--- config.mk ---
export PLATFORM = sky130hd
export DESIGN_NAME = hitReport
export DESIGN_NICKNAME = d
export VERILOG_FILES = /design/src/rhythmPkg.sv /design/src/hitReport.sv
export SDC_FILE = /design/constraint.sdc
export NUM_CORES = 1
export LEC_CHECK = 0
export BUFFER_PORTS_ARGS = -buffer_cell sky130_fd_sc_hd__buf_2
export CORE_AREA = 2 2 39 41
export DETAILED_ROUTE_END_ITERATION = 6
export DIE_AREA = 0 0 41 43
export GPL_TIMING_DRIVEN = 0
export SETUP_SLACK_MARGIN = 0.05
export SLEW_MARGIN = 10
export SYNTH_ARGS = -nofsm -noshare
export SYNTH_HDL_FRONTEND = slang
export SYNTH_SLANG_ARGS = --single-unit
export TNS_END_PERCENT = 30
--- constraint.sdc ---
create_clock -name clock -period 2.55 [get_ports clock]
set_clock_uncertainty 0.1 [all_clocks]
set_input_delay 0.1275 -clock clock [delete_from_list [all_inputs] [get_ports clock]]
set_output_delay 0.1275 -clock clock [all_outputs]
set_load 0.1 [all_outputs]
--- src/rhythmPkg.sv ---
// rhythm game note datapath definitions
package rhythmPkg;

	// playfield geometry
	localparam int LANE_COUNT = 4;
	localparam int LANE_BITS = $clog2(LANE_COUNT);
	localparam int LANE_DEPTH = 116;
	localparam int HIT_ROW = 100; // judged row, the white line
	localparam int HIT_WINDOW = 3; // rows cleared above and below on a hit

	// song table
	localparam int SONG_WORDS = 256;
	localparam int ADDR_WIDTH = $clog2(SONG_WORDS);
	localparam int END_WAIT = 119; // wait value of the closing word

	// field widths
	localparam int COLOUR_BITS = 3;
	localparam int PITCH_BITS = 4;
	localparam int LENGTH_BITS = 4;
	localparam int WAIT_BITS = 7;

	// one song table entry, lane in the top bits
	typedef struct packed {
		logic [LANE_BITS-1:0] lane;
		logic [COLOUR_BITS-1:0] colour;
		logic [PITCH_BITS-1:0] pitch;
		logic [LENGTH_BITS-1:0] length; // cells to inject
		logic [WAIT_BITS-1:0] waitTime; // shifts until next word
	} noteWord;

	// content of one lane row
	typedef struct packed {
		logic present;
		logic [COLOUR_BITS-1:0] colour; // black once hit
		logic [PITCH_BITS-1:0] pitch;
	} laneCell;

	// lane verdict after a press phase
	typedef struct packed {
		logic isNote;
		logic [PITCH_BITS-1:0] pitch;
		logic hit;
	} laneResult;

endpackage

--- src/hitReport.sv ---
// lane result combiner and hit flag
`timescale 1ns/10ps

module hitReport
	import rhythmPkg::*;
(
	input logic clock,
	input logic resetn,
	input logic resetScore,
	input laneResult laneResults [LANE_COUNT],
	output logic isNote,
	output logic [PITCH_BITS-1:0] note,
	output logic pressedNote
);

	logic [LANE_COUNT-1:0] noteLanes;
	logic [LANE_COUNT-1:0] hitLanes;
	logic singleNote;

	always_comb
	begin
		for (int i = 0; i < LANE_COUNT; i++)
		begin
			noteLanes[i] = laneResults[i].isNote;
			hitLanes[i] = laneResults[i].hit;
		end
	end

	assign isNote = |noteLanes;

	// exactly one lane with a note
	assign singleNote = isNote && ((noteLanes & (noteLanes - 1'b1)) == '0);

	always_comb
	begin
		note = '0;
		if (singleNote == 1'b1)
		begin
			for (int i = 0; i < LANE_COUNT; i++)
			begin
				if (noteLanes[i] == 1'b1)
					note = laneResults[i].pitch;
			end
		end
	end

	// sticky until the score is reset
	always_ff @(posedge clock)
	begin
		if (resetn == 1'b0)
			pressedNote <= 1'b0;
		else if (resetScore == 1'b1)
			pressedNote <= 1'b0;
		else if (hitLanes != '0)
			pressedNote <= 1'b1;
	end

endmodule

# --- Yosys cells after proc, flatten, opt, wreduce, memory -nomap -nowiden ---
# Cells that the tools add are included.
totals:
  register_bits: 1
  output_inout_bits: 6
  word_cells: 14
classes:
  addsub: 1
  mux: 5
  n_bitwise: 2
  n_reduce_logical: 5
ops:
  columns: ["operator", "count"]
  rows:
  - ["4-bit two-way mux", 5]
  - ["4-bit bitwise AND", 1]
  - ["4-bit zero test", 1]
  - ["4-bit nonzero test", 1]
  - ["4-bit OR reduction", 1]
  - ["4-bit by 1-bit subtractor with 4-bit output (second input constant)", 1]
  - ["2-bit OR reduction", 1]
  - ["1-bit logical AND", 1]
  - ["1-bit inverter", 1]

# --- Depth between registers and ports, before layout ---
logic_depth:
  ltp_word: 5
  ltp_mapped: 4

# --- Least setup slack after synthesis ---
# No wires, ideal clock.
synth_timing:
  path_type: "input port to output port"
  from: "input laneResults[17] (netlist bit)"
  to: "output note[0]"
  arrival_time_ns: 2.832
  t_required_ns: 2.322
  setup_slack_ns: -0.509
  stages: 4
  path_cell_list: "buf_6 > and2b_1 > a22oi_1 > a211oi_1"
synth_between:
  elab_chain_len: 5
synth_rtl:
  columns: ["element", "line_no", "text"]
  rows:
  - ["start: declaration", "hitReport.sv:10", "input laneResult laneResults [LANE_COUNT],"]
  - ["4-bit by 1-bit subtractor with 4-bit output", "hitReport.sv:32", "assign singleNote = isNote && ((noteLanes & (noteLanes - 1'b1)) == '0);"]
  - ["4-bit bitwise AND", "hitReport.sv:32", null]
  - ["4-bit zero test", "hitReport.sv:32", null]
  - ["1-bit logical AND", "hitReport.sv:32", null]
  - ["4-bit two-way mux *", "hitReport.sv:37", "if (singleNote == 1'b1)"]
  - ["end: declaration", "hitReport.sv:12", "output logic [PITCH_BITS-1:0] note,"]
# Every way passes the cells marked *; elsewhere a longest branch is shown, timed or not.

# --- Final worst setup path ---
layout_timing:
  from: "input laneResults[23] (netlist bit)"
  to: "output note[2]"
layout_between:
  elab_chain_len: 5
layout_rtl:
  columns: ["element", "line_no"]
  rows:
  - ["4-bit by 1-bit subtractor with 4-bit output / 4-bit two-way mux (equally long branches)", "hitReport.sv:32, hitReport.sv:41"]
  - ["4-bit bitwise AND / 4-bit two-way mux (equally long branches)", "hitReport.sv:32, hitReport.sv:41"]
  - ["4-bit zero test / 4-bit two-way mux (equally long branches)", "hitReport.sv:32, hitReport.sv:41"]
  - ["1-bit logical AND / 4-bit two-way mux (equally long branches)", "hitReport.sv:32, hitReport.sv:41"]
  - ["4-bit two-way mux *", "hitReport.sv:37"]
# Marked as above.

==> run_results.csv <==
group,metric,value,unit
outcome,outcome,"finished clean",
setup_path,start_kind,"input port",
detailed_routing,avgRoutedWirePerCell,10.1,um
cts,cts_hold_buffers,0,
sta,max-slew-margin-rel,0.676,
setup_path,worstSetupPathType,"in2out",
detailed_routing,drtPass1Iterations,2,
die,start_util,0.189,
detailed_routing,drt_wl_total,771,um
synthesis,ys_seq_elements,1,
setup_path,path_max_fanout,4,
finish,largest_register_ffs,1,
synthesis,syn-num-nets,57,
setup_path,cp_top_family,"buffers and inverters",
finish,multi_input_area,215,um2
setup_path,r2r_cells,2,
min_path,hp-class,"in2reg",
sta,worst_pin_slew,0.489,ns
power,seq_power_share,0.145,
detailed_routing,drt_iter0_markers,3,
synthesis,yosysSeqAreaShare,0.0766,
finish,top_register,"pressedNote",
power,finalPower,119,uW
synthesis,yosysWarnings,0,
job,cap_violations,0,
place,gp_congestion,0.616,
setup_path,slowest_delay,0.48,ns
finish,fillCellCount,165,
die,die_w,41,um
die,fp.dieH,43,um
sta,fin_ws,0.864,ns
global_route,grt_usage,0.0949,
setup_path,crit_chain,"buf_2 > nor4b_4 > a211oi_2 > a2111oi_2 > buf_2",
power,sw_frac_of_total,0.579,
min_path,min_path_cells,2,
global_route,grt_max_degree,10,
cts,clk_pin_slew_worst_paths,0,ns
sta,setup_viol,0,
setup_path,crit_cells,5,
cts,cts_setup_buffers,0,
synthesis,ys_types,16,
cts,insertion_delay,0,ns
finish,drive_gt1_frac,0.600,
detailed_routing,via_per_inst,4.59,
setup_path,crit_top_cell,"buf_2",
die,num_rows,14,
detailed_routing,ant_nets,0,
finish,fin_nets,89,
sta,drv_slew,0,
die,die_area,1760,um2
synthesis,avgSynthCellArea,8.72,um2
finish,largest_registers,"pressedNote: 1 flops",
power,clkPwrFrac,0,
global_route,grt_pass1_vias,311,
setup_path,crit_buf_inv,2,
global_route,grt_pass1_wl,1240,um
detailed_routing,vias,349,
global_route,antenna_found_initial,0,
setup_path,required,2.32,ns
sta,max_freq,0.593,GHz
sta,period_needed,1.69,ns
power,switching_power,69.1,uW
power,internal_power,50.2,uW
setup_path,worstPathArrival,1.46,ns
place,pre_cts_slack,0.845,ns
sta,final-hold-violation-count,0,
sta,timing.final.crit_share,0.661,
power,p_leak,0.212,nW
setup_path,critPathCaptureType,"output pin",
die,ios,33,
synthesis,synth_area,262,um2
synthesis,synthCells,30,
finish,n_antenna_cell,0,
setup_path,critPathSlowestCell,"buf_2",
place,dp_hpwl,708,um
power,p_comb_frac,0.855,
global_route,grt.overflow.total,0,
detailed_routing,route.detailed.drc,0,
finish,seqCellArea,20.0,um2
place,io_buffers,30,
cts,cts_resized,0,
sta,rsz0062_at_grt,"false",
power,p_per_area,276,nW/um2
die,core_region_area,1380,um2
finish,area_delta_synth_final,65.1,%
power,peakVddDrop,0.0000742,V
==> worst paths after layout <==
| path | startpoint | to | slack [ns] |
|---|---|---|---|
| min reg2reg | pressedNote | pressedNote | 0.39 |
| max | laneResults[23] | note[2] | 0.86 |
| min | resetScore | pressedNote | 0.20 |
| max reg2reg | pressedNote | pressedNote | 1.86 |
==> power by group through the flow <==
stage / registers [mW] / clock network [mW] / logic [mW]
after floorplan: 0.0238 / 0 / 0.0674
after global placement: 0.0173 / 0 / 0.102
after detailed placement: 0.0173 / 0 / 0.103
after CTS: 0.0173 / 0 / 0.103
after global routing: 0.0173 / 0 / 0.109
final: 0.0173 / 0 / 0.102
==> cell type report <==
type                    count  area share
plain buffers               2      0.0522
flip-flops and latches      1      0.0464
multi-input cells          26       0.499
inverters                   1     0.00870
repair buffers             30       0.348
well taps                  16      0.0464
==> cell usage after synthesis (all sizes together) <==
| cell type | n | area, um2 |
|---|---|---|
| xor2 | 1 | 8.76 |
| a211oi | 4 | 35.0 |
| o22ai | 3 | 18.8 |
| inv | 1 | 3.75 |
| buf | 2 | 22.5 |
| dfxtp | 1 | 20.0 |
| a22oi | 4 | 30.0 |
| and2b | 1 | 7.51 |
| nor2 | 5 | 18.8 |
| or2b | 1 | 7.51 |
| nand2 | 1 | 3.75 |
| nor3b | 2 | 15.0 |
| or4 | 1 | 7.51 |
| a2111oi | 1 | 15.0 |
| nor4b | 2 | 47.6 |
==> stage by stage <==
step	hold slack (ns)	instances	util	cell area, um2	TNS, ns
floorplan	0.104	30	-	262	-1.77
global placement	0.194	76	0.312	432	0
detailed placement	0.202	76	0.312	432	0
CTS	0.202	76	0.312	432	0
global route	0.213	76	0.312	432	0
finish	0.199	76	0.312	432	0
==> placed cells by master (no fill, tap or decap) <==
master     count
a211oi_1       3
buf_6          2
nand2_1        1
a22oi_1        4
buf_2         30
o22ai_1        3
or4_1          1
or2b_1         1
nor3b_1        2
dfxtp_1        1
nor4b_4        2
a211oi_2       1
and2b_1        1
xor2_1         1
inv_1          1
nor2_1         5
a2111oi_2      1
==> layer usage <==
layer	up-vias	wire [um]	GRT usage
met5	-	0	0
met3	0	72	0.00524
met4	0	0	0
met1	153	291	0.117
met2	14	407	0.178
li1	182	-	-
==> cell families after synthesis <==
family / share of synthesized area
AOI/OAI and AO/OA: 0.378
xor gates and xnor gates: 0.0335
buffers and inverters: 0.100
DFF: 0.0766
and+or+nand+nor: 0.412
Note: power is estimated with default switching activity, not from simulation.
