[config.mk]
export PLATFORM = sky130hd
export DESIGN_NAME = noteLane
export DESIGN_NICKNAME = d
export VERILOG_FILES = /design/src/rhythmPkg.sv /design/src/noteLane.sv
export SDC_FILE = /design/constraint.sdc
export NUM_CORES = 2
export LEC_CHECK = 0
export ABC_CLOCK_PERIOD_IN_PS = 2600
export BUFFER_PORTS_ARGS = -buffer_cell sky130_fd_sc_hd__buf_2
export CAP_MARGIN = 20
export CORE_UTILIZATION = 55
export CTS_CLUSTER_DIAMETER = 120
export CTS_CLUSTER_SIZE = 12
export DETAILED_ROUTE_END_ITERATION = 8
export PLACE_DENSITY = 0.81
export SYNTH_ARGS = -nofsm -noshare
export SYNTH_HDL_FRONTEND = slang
export SYNTH_SLANG_ARGS = --single-unit
[constraint.sdc]
create_clock -name clock -period 2.6 [get_ports clock]
set_input_delay 0.13 -clock clock [delete_from_list [all_inputs] [get_ports clock]]
set_output_delay 0.13 -clock clock [all_outputs]
set_load 0.01 [all_outputs]
[src/rhythmPkg.sv]
// rhythm game note datapath definitions
package rhythmPkg;

	// playfield geometry
	localparam int LANE_COUNT = 4;
	localparam int LANE_BITS = $clog2(LANE_COUNT);
	localparam int LANE_DEPTH = 116;
	localparam int HIT_ROW = 100; // judged row, the white line
	localparam int HIT_WINDOW = 3; // rows cleared above and below on a hit

	// song table
	localparam int SONG_WORDS = 256;
	localparam int ADDR_WIDTH = $clog2(SONG_WORDS);
	localparam int END_WAIT = 119; // wait value of the closing word

	// field widths
	localparam int COLOUR_BITS = 3;
	localparam int PITCH_BITS = 4;
	localparam int LENGTH_BITS = 4;
	localparam int WAIT_BITS = 7;

	// one song table entry, lane in the top bits
	typedef struct packed {
		logic [LANE_BITS-1:0] lane;
		logic [COLOUR_BITS-1:0] colour;
		logic [PITCH_BITS-1:0] pitch;
		logic [LENGTH_BITS-1:0] length; // cells to inject
		logic [WAIT_BITS-1:0] waitTime; // shifts until next word
	} noteWord;

	// content of one lane row
	typedef struct packed {
		logic present;
		logic [COLOUR_BITS-1:0] colour; // black once hit
		logic [PITCH_BITS-1:0] pitch;
	} laneCell;

	// lane verdict after a press phase
	typedef struct packed {
		logic isNote;
		logic [PITCH_BITS-1:0] pitch;
		logic hit;
	} laneResult;

endpackage

[src/noteLane.sv]
// scrolling note lane with hit judging
`timescale 1ns/10ps

module noteLane
	import rhythmPkg::*;
(
	input logic clock,
	input logic resetn,
	input logic shift,
	input logic inject,
	input logic pressPhase,
	input logic press,
	input laneCell headCell,
	output laneResult result
);

	laneCell [LANE_DEPTH-1:0] rows; // row 0 is the top of the lane
	laneCell entryCell;
	laneCell judged;
	logic judgedHit;

	// only the selected lane takes the head cell
	assign entryCell = (inject == 1'b1) ? headCell : '0;

	assign judged = rows[HIT_ROW];
	assign judgedHit = judged.colour != '0; // non-black box at the line

	always_ff @(posedge clock)
	begin
		if (resetn == 1'b0)
		begin
			rows <= '0;
			result <= '0;
		end
		else if (shift == 1'b1)
		begin
			// scroll down one row
			rows <= {rows[LANE_DEPTH-2:0], entryCell};
		end
		else if (pressPhase == 1'b1)
		begin
			if (press == 1'b1)
			begin
				result.isNote <= judged.present;
				result.pitch <= judged.pitch;
				result.hit <= judgedHit;
				if (judgedHit == 1'b1)
				begin
					// black out the note around the line
					for (int r = HIT_ROW - HIT_WINDOW; r <= HIT_ROW + HIT_WINDOW; r++)
					begin
						if (rows[r].present == 1'b1)
							rows[r].colour <= '0;
					end
				end
			end
			else
			begin
				result.isNote <= 1'b0;
				result.hit <= 1'b0;
			end
		end
	end

endmodule

# Word level (Yosys, flattened, before mapping)
# Index checks and enable logic that the tools add are counted.
# totals
input_bits	14
register_bits	814
# op_classes
bitwise_logic	1
reduce_logical	14
n_mux	23
# op_table
op	n
$mux 3	20
$reduce_and 4->1	4
$reduce_bool 2->1	7
$mux 8	1
$reduce_and 3->1	1
$reduce_bool 3->1	1
$mux 1	2
$reduce_and 2->1	1
$not 1->1	1

# Logic depth before layout (Yosys ltp)
# logic_depth
depth_word	5
mapped_depth	5

# Worst setup path after synthesis
# No wires, ideal clock.
# synth_path
kind	register to register
from	register rows (netlist bit judged[6])
to	register rows[780] (netlist name)
path_buffers	0
t_required_ps	2526
path_slack_ps	1537
synth_period_minus_slack_ps	1063
setup_time_ps	74
arrival_ps	989
stages_incl_launch_ff	4
cell_sequence	dfxtp_1 -> or3_1 -> and3_1 -> o21ai_0
# synth_between
elab_chain_len	3
# synth_rtl
item	line_no	text
from (decl)	noteLane.sv:17	laneCell [LANE_DEPTH-1:0] rows;
from (signal assigned)	noteLane.sv:38	rows <= {rows[LANE_DEPTH-2:0], entryCell};
$reduce_bool 3->1	noteLane.sv:26	assign judgedHit = judged.colour != '0;
$reduce_bool 2->1 (no line)	n/a	
$reduce_and 4->1 (no line)	n/a	
# Every way passes these cells.
# A chain may end at the register's enable or synchronous reset.

# Final worst setup path
# layout_path
from	input shift
to	register result[5] (netlist name)
# layout_between
elab_chain_len	2
# layout_rtl
item	line_no	text
from (decl)	noteLane.sv:9	input logic shift,
$not 1->1 (no line)	n/a	
$reduce_and 2->1 (no line)	n/a	
to (decl)	noteLane.sv:14	output laneResult result
# Every way passes these cells.

==> impl_results.md <==
* Result of the run: complete, no violations
* Net Count, Synth at 2667
* Longest Clk Path Bufs at 3
* Number of iterations in the first detailed-routing pass at 4
* Reg2Reg Depth at 4
* Final number of hold-violating endpoints at 0
* Via density per instance at 4.96
* Vias in the first global route at 16.9k
* Final setup slack of the worst path at 372 ps
* Sw Ratio at 19.9%
* CTS clock-pin slew for the worst setup and hold paths at 60 ps
* Net Switching at 4.60 mW
* First-pass GRT wire length at 75400 um
* Final global-route overflow total at 0
* Tightest Pin Transition at 690 ps
* End of the worst register-to-register path: result[5]$_SDFFE_PN0P_
* Post-CTS Hold Fix Bufs at 13
* Area Growth Syn to Fin at 6.12%
* Fraction of the cycle the final worst path needs at 85.7%
* Worst slack on hold paths at 79.5 ps
* Adder-Cell Fraction of Synth Area at 0%
* Setup fix buffers added after clock tree synthesis at 0
* Type of destination of the critical path: flip-flop
* Internal power component at 18.5 mW
* Kind of launch point of the worst setup path: input pin
* Portion of total power attributed to sequential cells at 54.2%
* Number of top-level design ports at 20
* Initial Utilization at 55.7%
* Critical R2R Launch: judged[7]$_SDFFE_PN0P_
* Number of cells on the worst hold path at 2
* Overall global routing resource usage at 15.1%
* WL/cell at 12.6 um
* Starting DRT DRC Count at 719
* Placed cell area at 31200 sq um
* Data required time of the worst path at 3070 ps
* Static Leakage at 13.3 nW
* Sum of routed wire length over all layers at 42600 um
* Share of total power in combinational logic at 4.2%
* Post-layout power at 23.0 mW
* Clock power frac at 41.7%
* Number of buffers added by the clock tree synthesis step at 77
* Max Fclk at 0.449 GHz
* Highest fanout seen on the critical path at 74
* TritonCTS clock tree: built
* Beginning of the critical path: shift
* Area fraction in and, or, nand and nor cells after synthesis at 16.8%
* CTS sink cnt at 814
* Time the worst path needs with I/O delays and setup at 2230 ps
* Final setup vio count at 0
* Crit path DAT at 2690 ps
* Final cell area excluding filler cells at 33300 sq um
* Commonest non-fill, non-tap cells in the layout: 814 x sky130_fd_sc_hd__dfxtp_1, 811 x sky130_fd_sc_hd__nor2b_1, 792 x sky130_fd_sc_hd__mux2i_1
* Max-cap violations at 0
* Proportion of synthesized chip area in sequential cells at 51.9%
* Final-stage net count at 2630
* Yosys warning total at 0
* Die outline width at 241 um
* # DRC at 0
* Via count of the routed design at 16.8k
* Overall die area at 58100 sq um
* Largest net degree at the start of global routing at 134
* Distinct cells, synth at 22
* Total negative setup slack at 0 ps
* DP HPWL at 25600 um
* Maximum level of the CTS H-tree at 3
* Weighted congestion reported at the end of routability-driven placement at 0.686
* Number of rows in the core area at 87
* Unrepaired setup endpoints after global routing: false
* Worst setup path category: in2reg
* Antenna cells at 0
* Number of pins exceeding their max-slew limit in the final report at 0
* Root buffer cell: sky130_fd_sc_hd__clkbuf_16
* Main combinational cell family by area after synthesis: multiplexers
* Area of the placeable core at 56400 sq um
* Power per cell area at 692 nW/um^2
* Remaining antenna violation count at 0
* Origin of the worst min-delay path: resetn
* Layout Skew at 13.3 ps
* Hold worst-path end: rows[417]$_SDFFE_PN0P_
* Layout cell share with drive strength beyond 1 at 5.23%
* Chip Height at 241 um
* Flop2flop setup slack at 820 ps
* Mean post-synth cell area at 11.8 sq um
* Count of input and output buffers at 19
* Mapped Cells at 2653
* # resized after CTS at 0
* Synth Register Bits at 814
* Most common cell after layout, fill and taps aside: sky130_fd_sc_hd__dfxtp_1
* Worst Hold Class: in2reg
* Pre-CTS setup slack at 1110 ps
* Synthesized-area fraction occupied by ao, oa, aoi and oai cells at 0.410%
* Max VDD drop at 484 uV
* Number of antenna violations at the first check in global routing at 0
* Post-Syn Area at 31400 sq um
* Remaining max-slew budget at the tightest pin at 54.0%
* Post-synthesis share of cell area spent on xor and xnor gates at 0%
* Later-pin clock latency in the skew report at 580 ps
* Mux contribution to synthesized area at 25.2%
[state kept, by name (all words and copies together) (netlist names)]
| signal | count |
|---|---|
| rows | 800 |
| judged | 8 |
| result | 6 |
[how the worst max path moves through the flow]
stage	endpoint	slack, ps
2_1_floorplan	rows[780]$_SDFFE_PN0P_	1540
3_3_place_gp	rows[589]$_SDFFE_PN0P_	1170
3_5_place_dp	rows[459]$_SDFFE_PN0P_	1110
4_1_cts	result[5]$_SDFFE_PN0P_	450
5_1_grt	result[5]$_SDFFE_PN0P_	290
6_report	result[5]$_SDFFE_PN0P_	370
[per-layer routing]
layer / vias up / share of wire, % / global-route usage (%)
met2: 100 / 48 / 26.5
met3: 69 / 2.5 / 2.61
met4: 0 / 2.1 / 5.47
met1: 7903 / 48 / 18.4
li1: 8682 / - / -
met5: - / 0 / 0
[layout make-up]
cell class | count | area (sq um)
clock buffers | 82 | 2040
fillers | 4517 | 23100
multi-input cells | 1656 | 13300
flip-flops and latches | 814 | 16300
well taps | 756 | 946
repair buffers | 67 | 721
[critical path: stages]
cell	delay, ps
sky130_fd_sc_hd__dlygate4sd3_1	560
sky130_fd_sc_hd__buf_8	200
sky130_fd_sc_hd__buf_12	370
sky130_fd_sc_hd__nand4b_1	170
sky130_fd_sc_hd__dlygate4sd3_1	550
sky130_fd_sc_hd__a21boi_0	70
sky130_fd_sc_hd__dlygate4sd3_1	550
[metrics by stage]
stage	instances	utilization [%]
finish	3375	59.1
floorplan	2653	-
global route	3375	59.1
CTS	3375	59.1
detailed placement	3280	55.3
global placement	3280	55.3
[power by group through the flow]
| stage | registers, mW | clock network (mW) | logic [mW] |
|---|---|---|---|
| 3_3_place_gp | 12.8 | 0 | 0.942 |
| 6_report | 12.5 | 9.60 | 0.959 |
| 3_5_place_dp | 12.8 | 0 | 0.953 |
| 2_1_floorplan | 12.8 | 0 | 1.00 |
| 5_1_grt | 12.5 | 10.4 | 1.02 |
| 4_1_cts | 12.5 | 9.94 | 0.967 |
[cells by family (layout without fill, tap and decap cells)]
| group | count (synthesis) | in the layout |
|---|---|---|
| compound gates | 23 | 23 |
| buf+inv | 183 | 149 |
| flops | 814 | 814 |
| mux | 792 | 792 |
| simple gates | 841 | 841 |
[cell usage after synthesis (all sizes together)]
master    n  share of area (%)
a22oi     3              0.072
a21boi    2              0.048
a31oi     1              0.020
nand2b    2              0.040
dfxtp   814                 52
o21ai     9               0.14
nand3b   10               0.28
and3      3              0.060
or3       1              0.020
buf      98                4.7
clkbuf   85                1.0
a21oi     8               0.13
mux2i   792                 25
nand2     2              0.024
nand3     9               0.14
nand4b    1              0.028
nor2b   811                 16
and2      2              0.040
No activity file was read; power rests on OpenSTA's default activity.
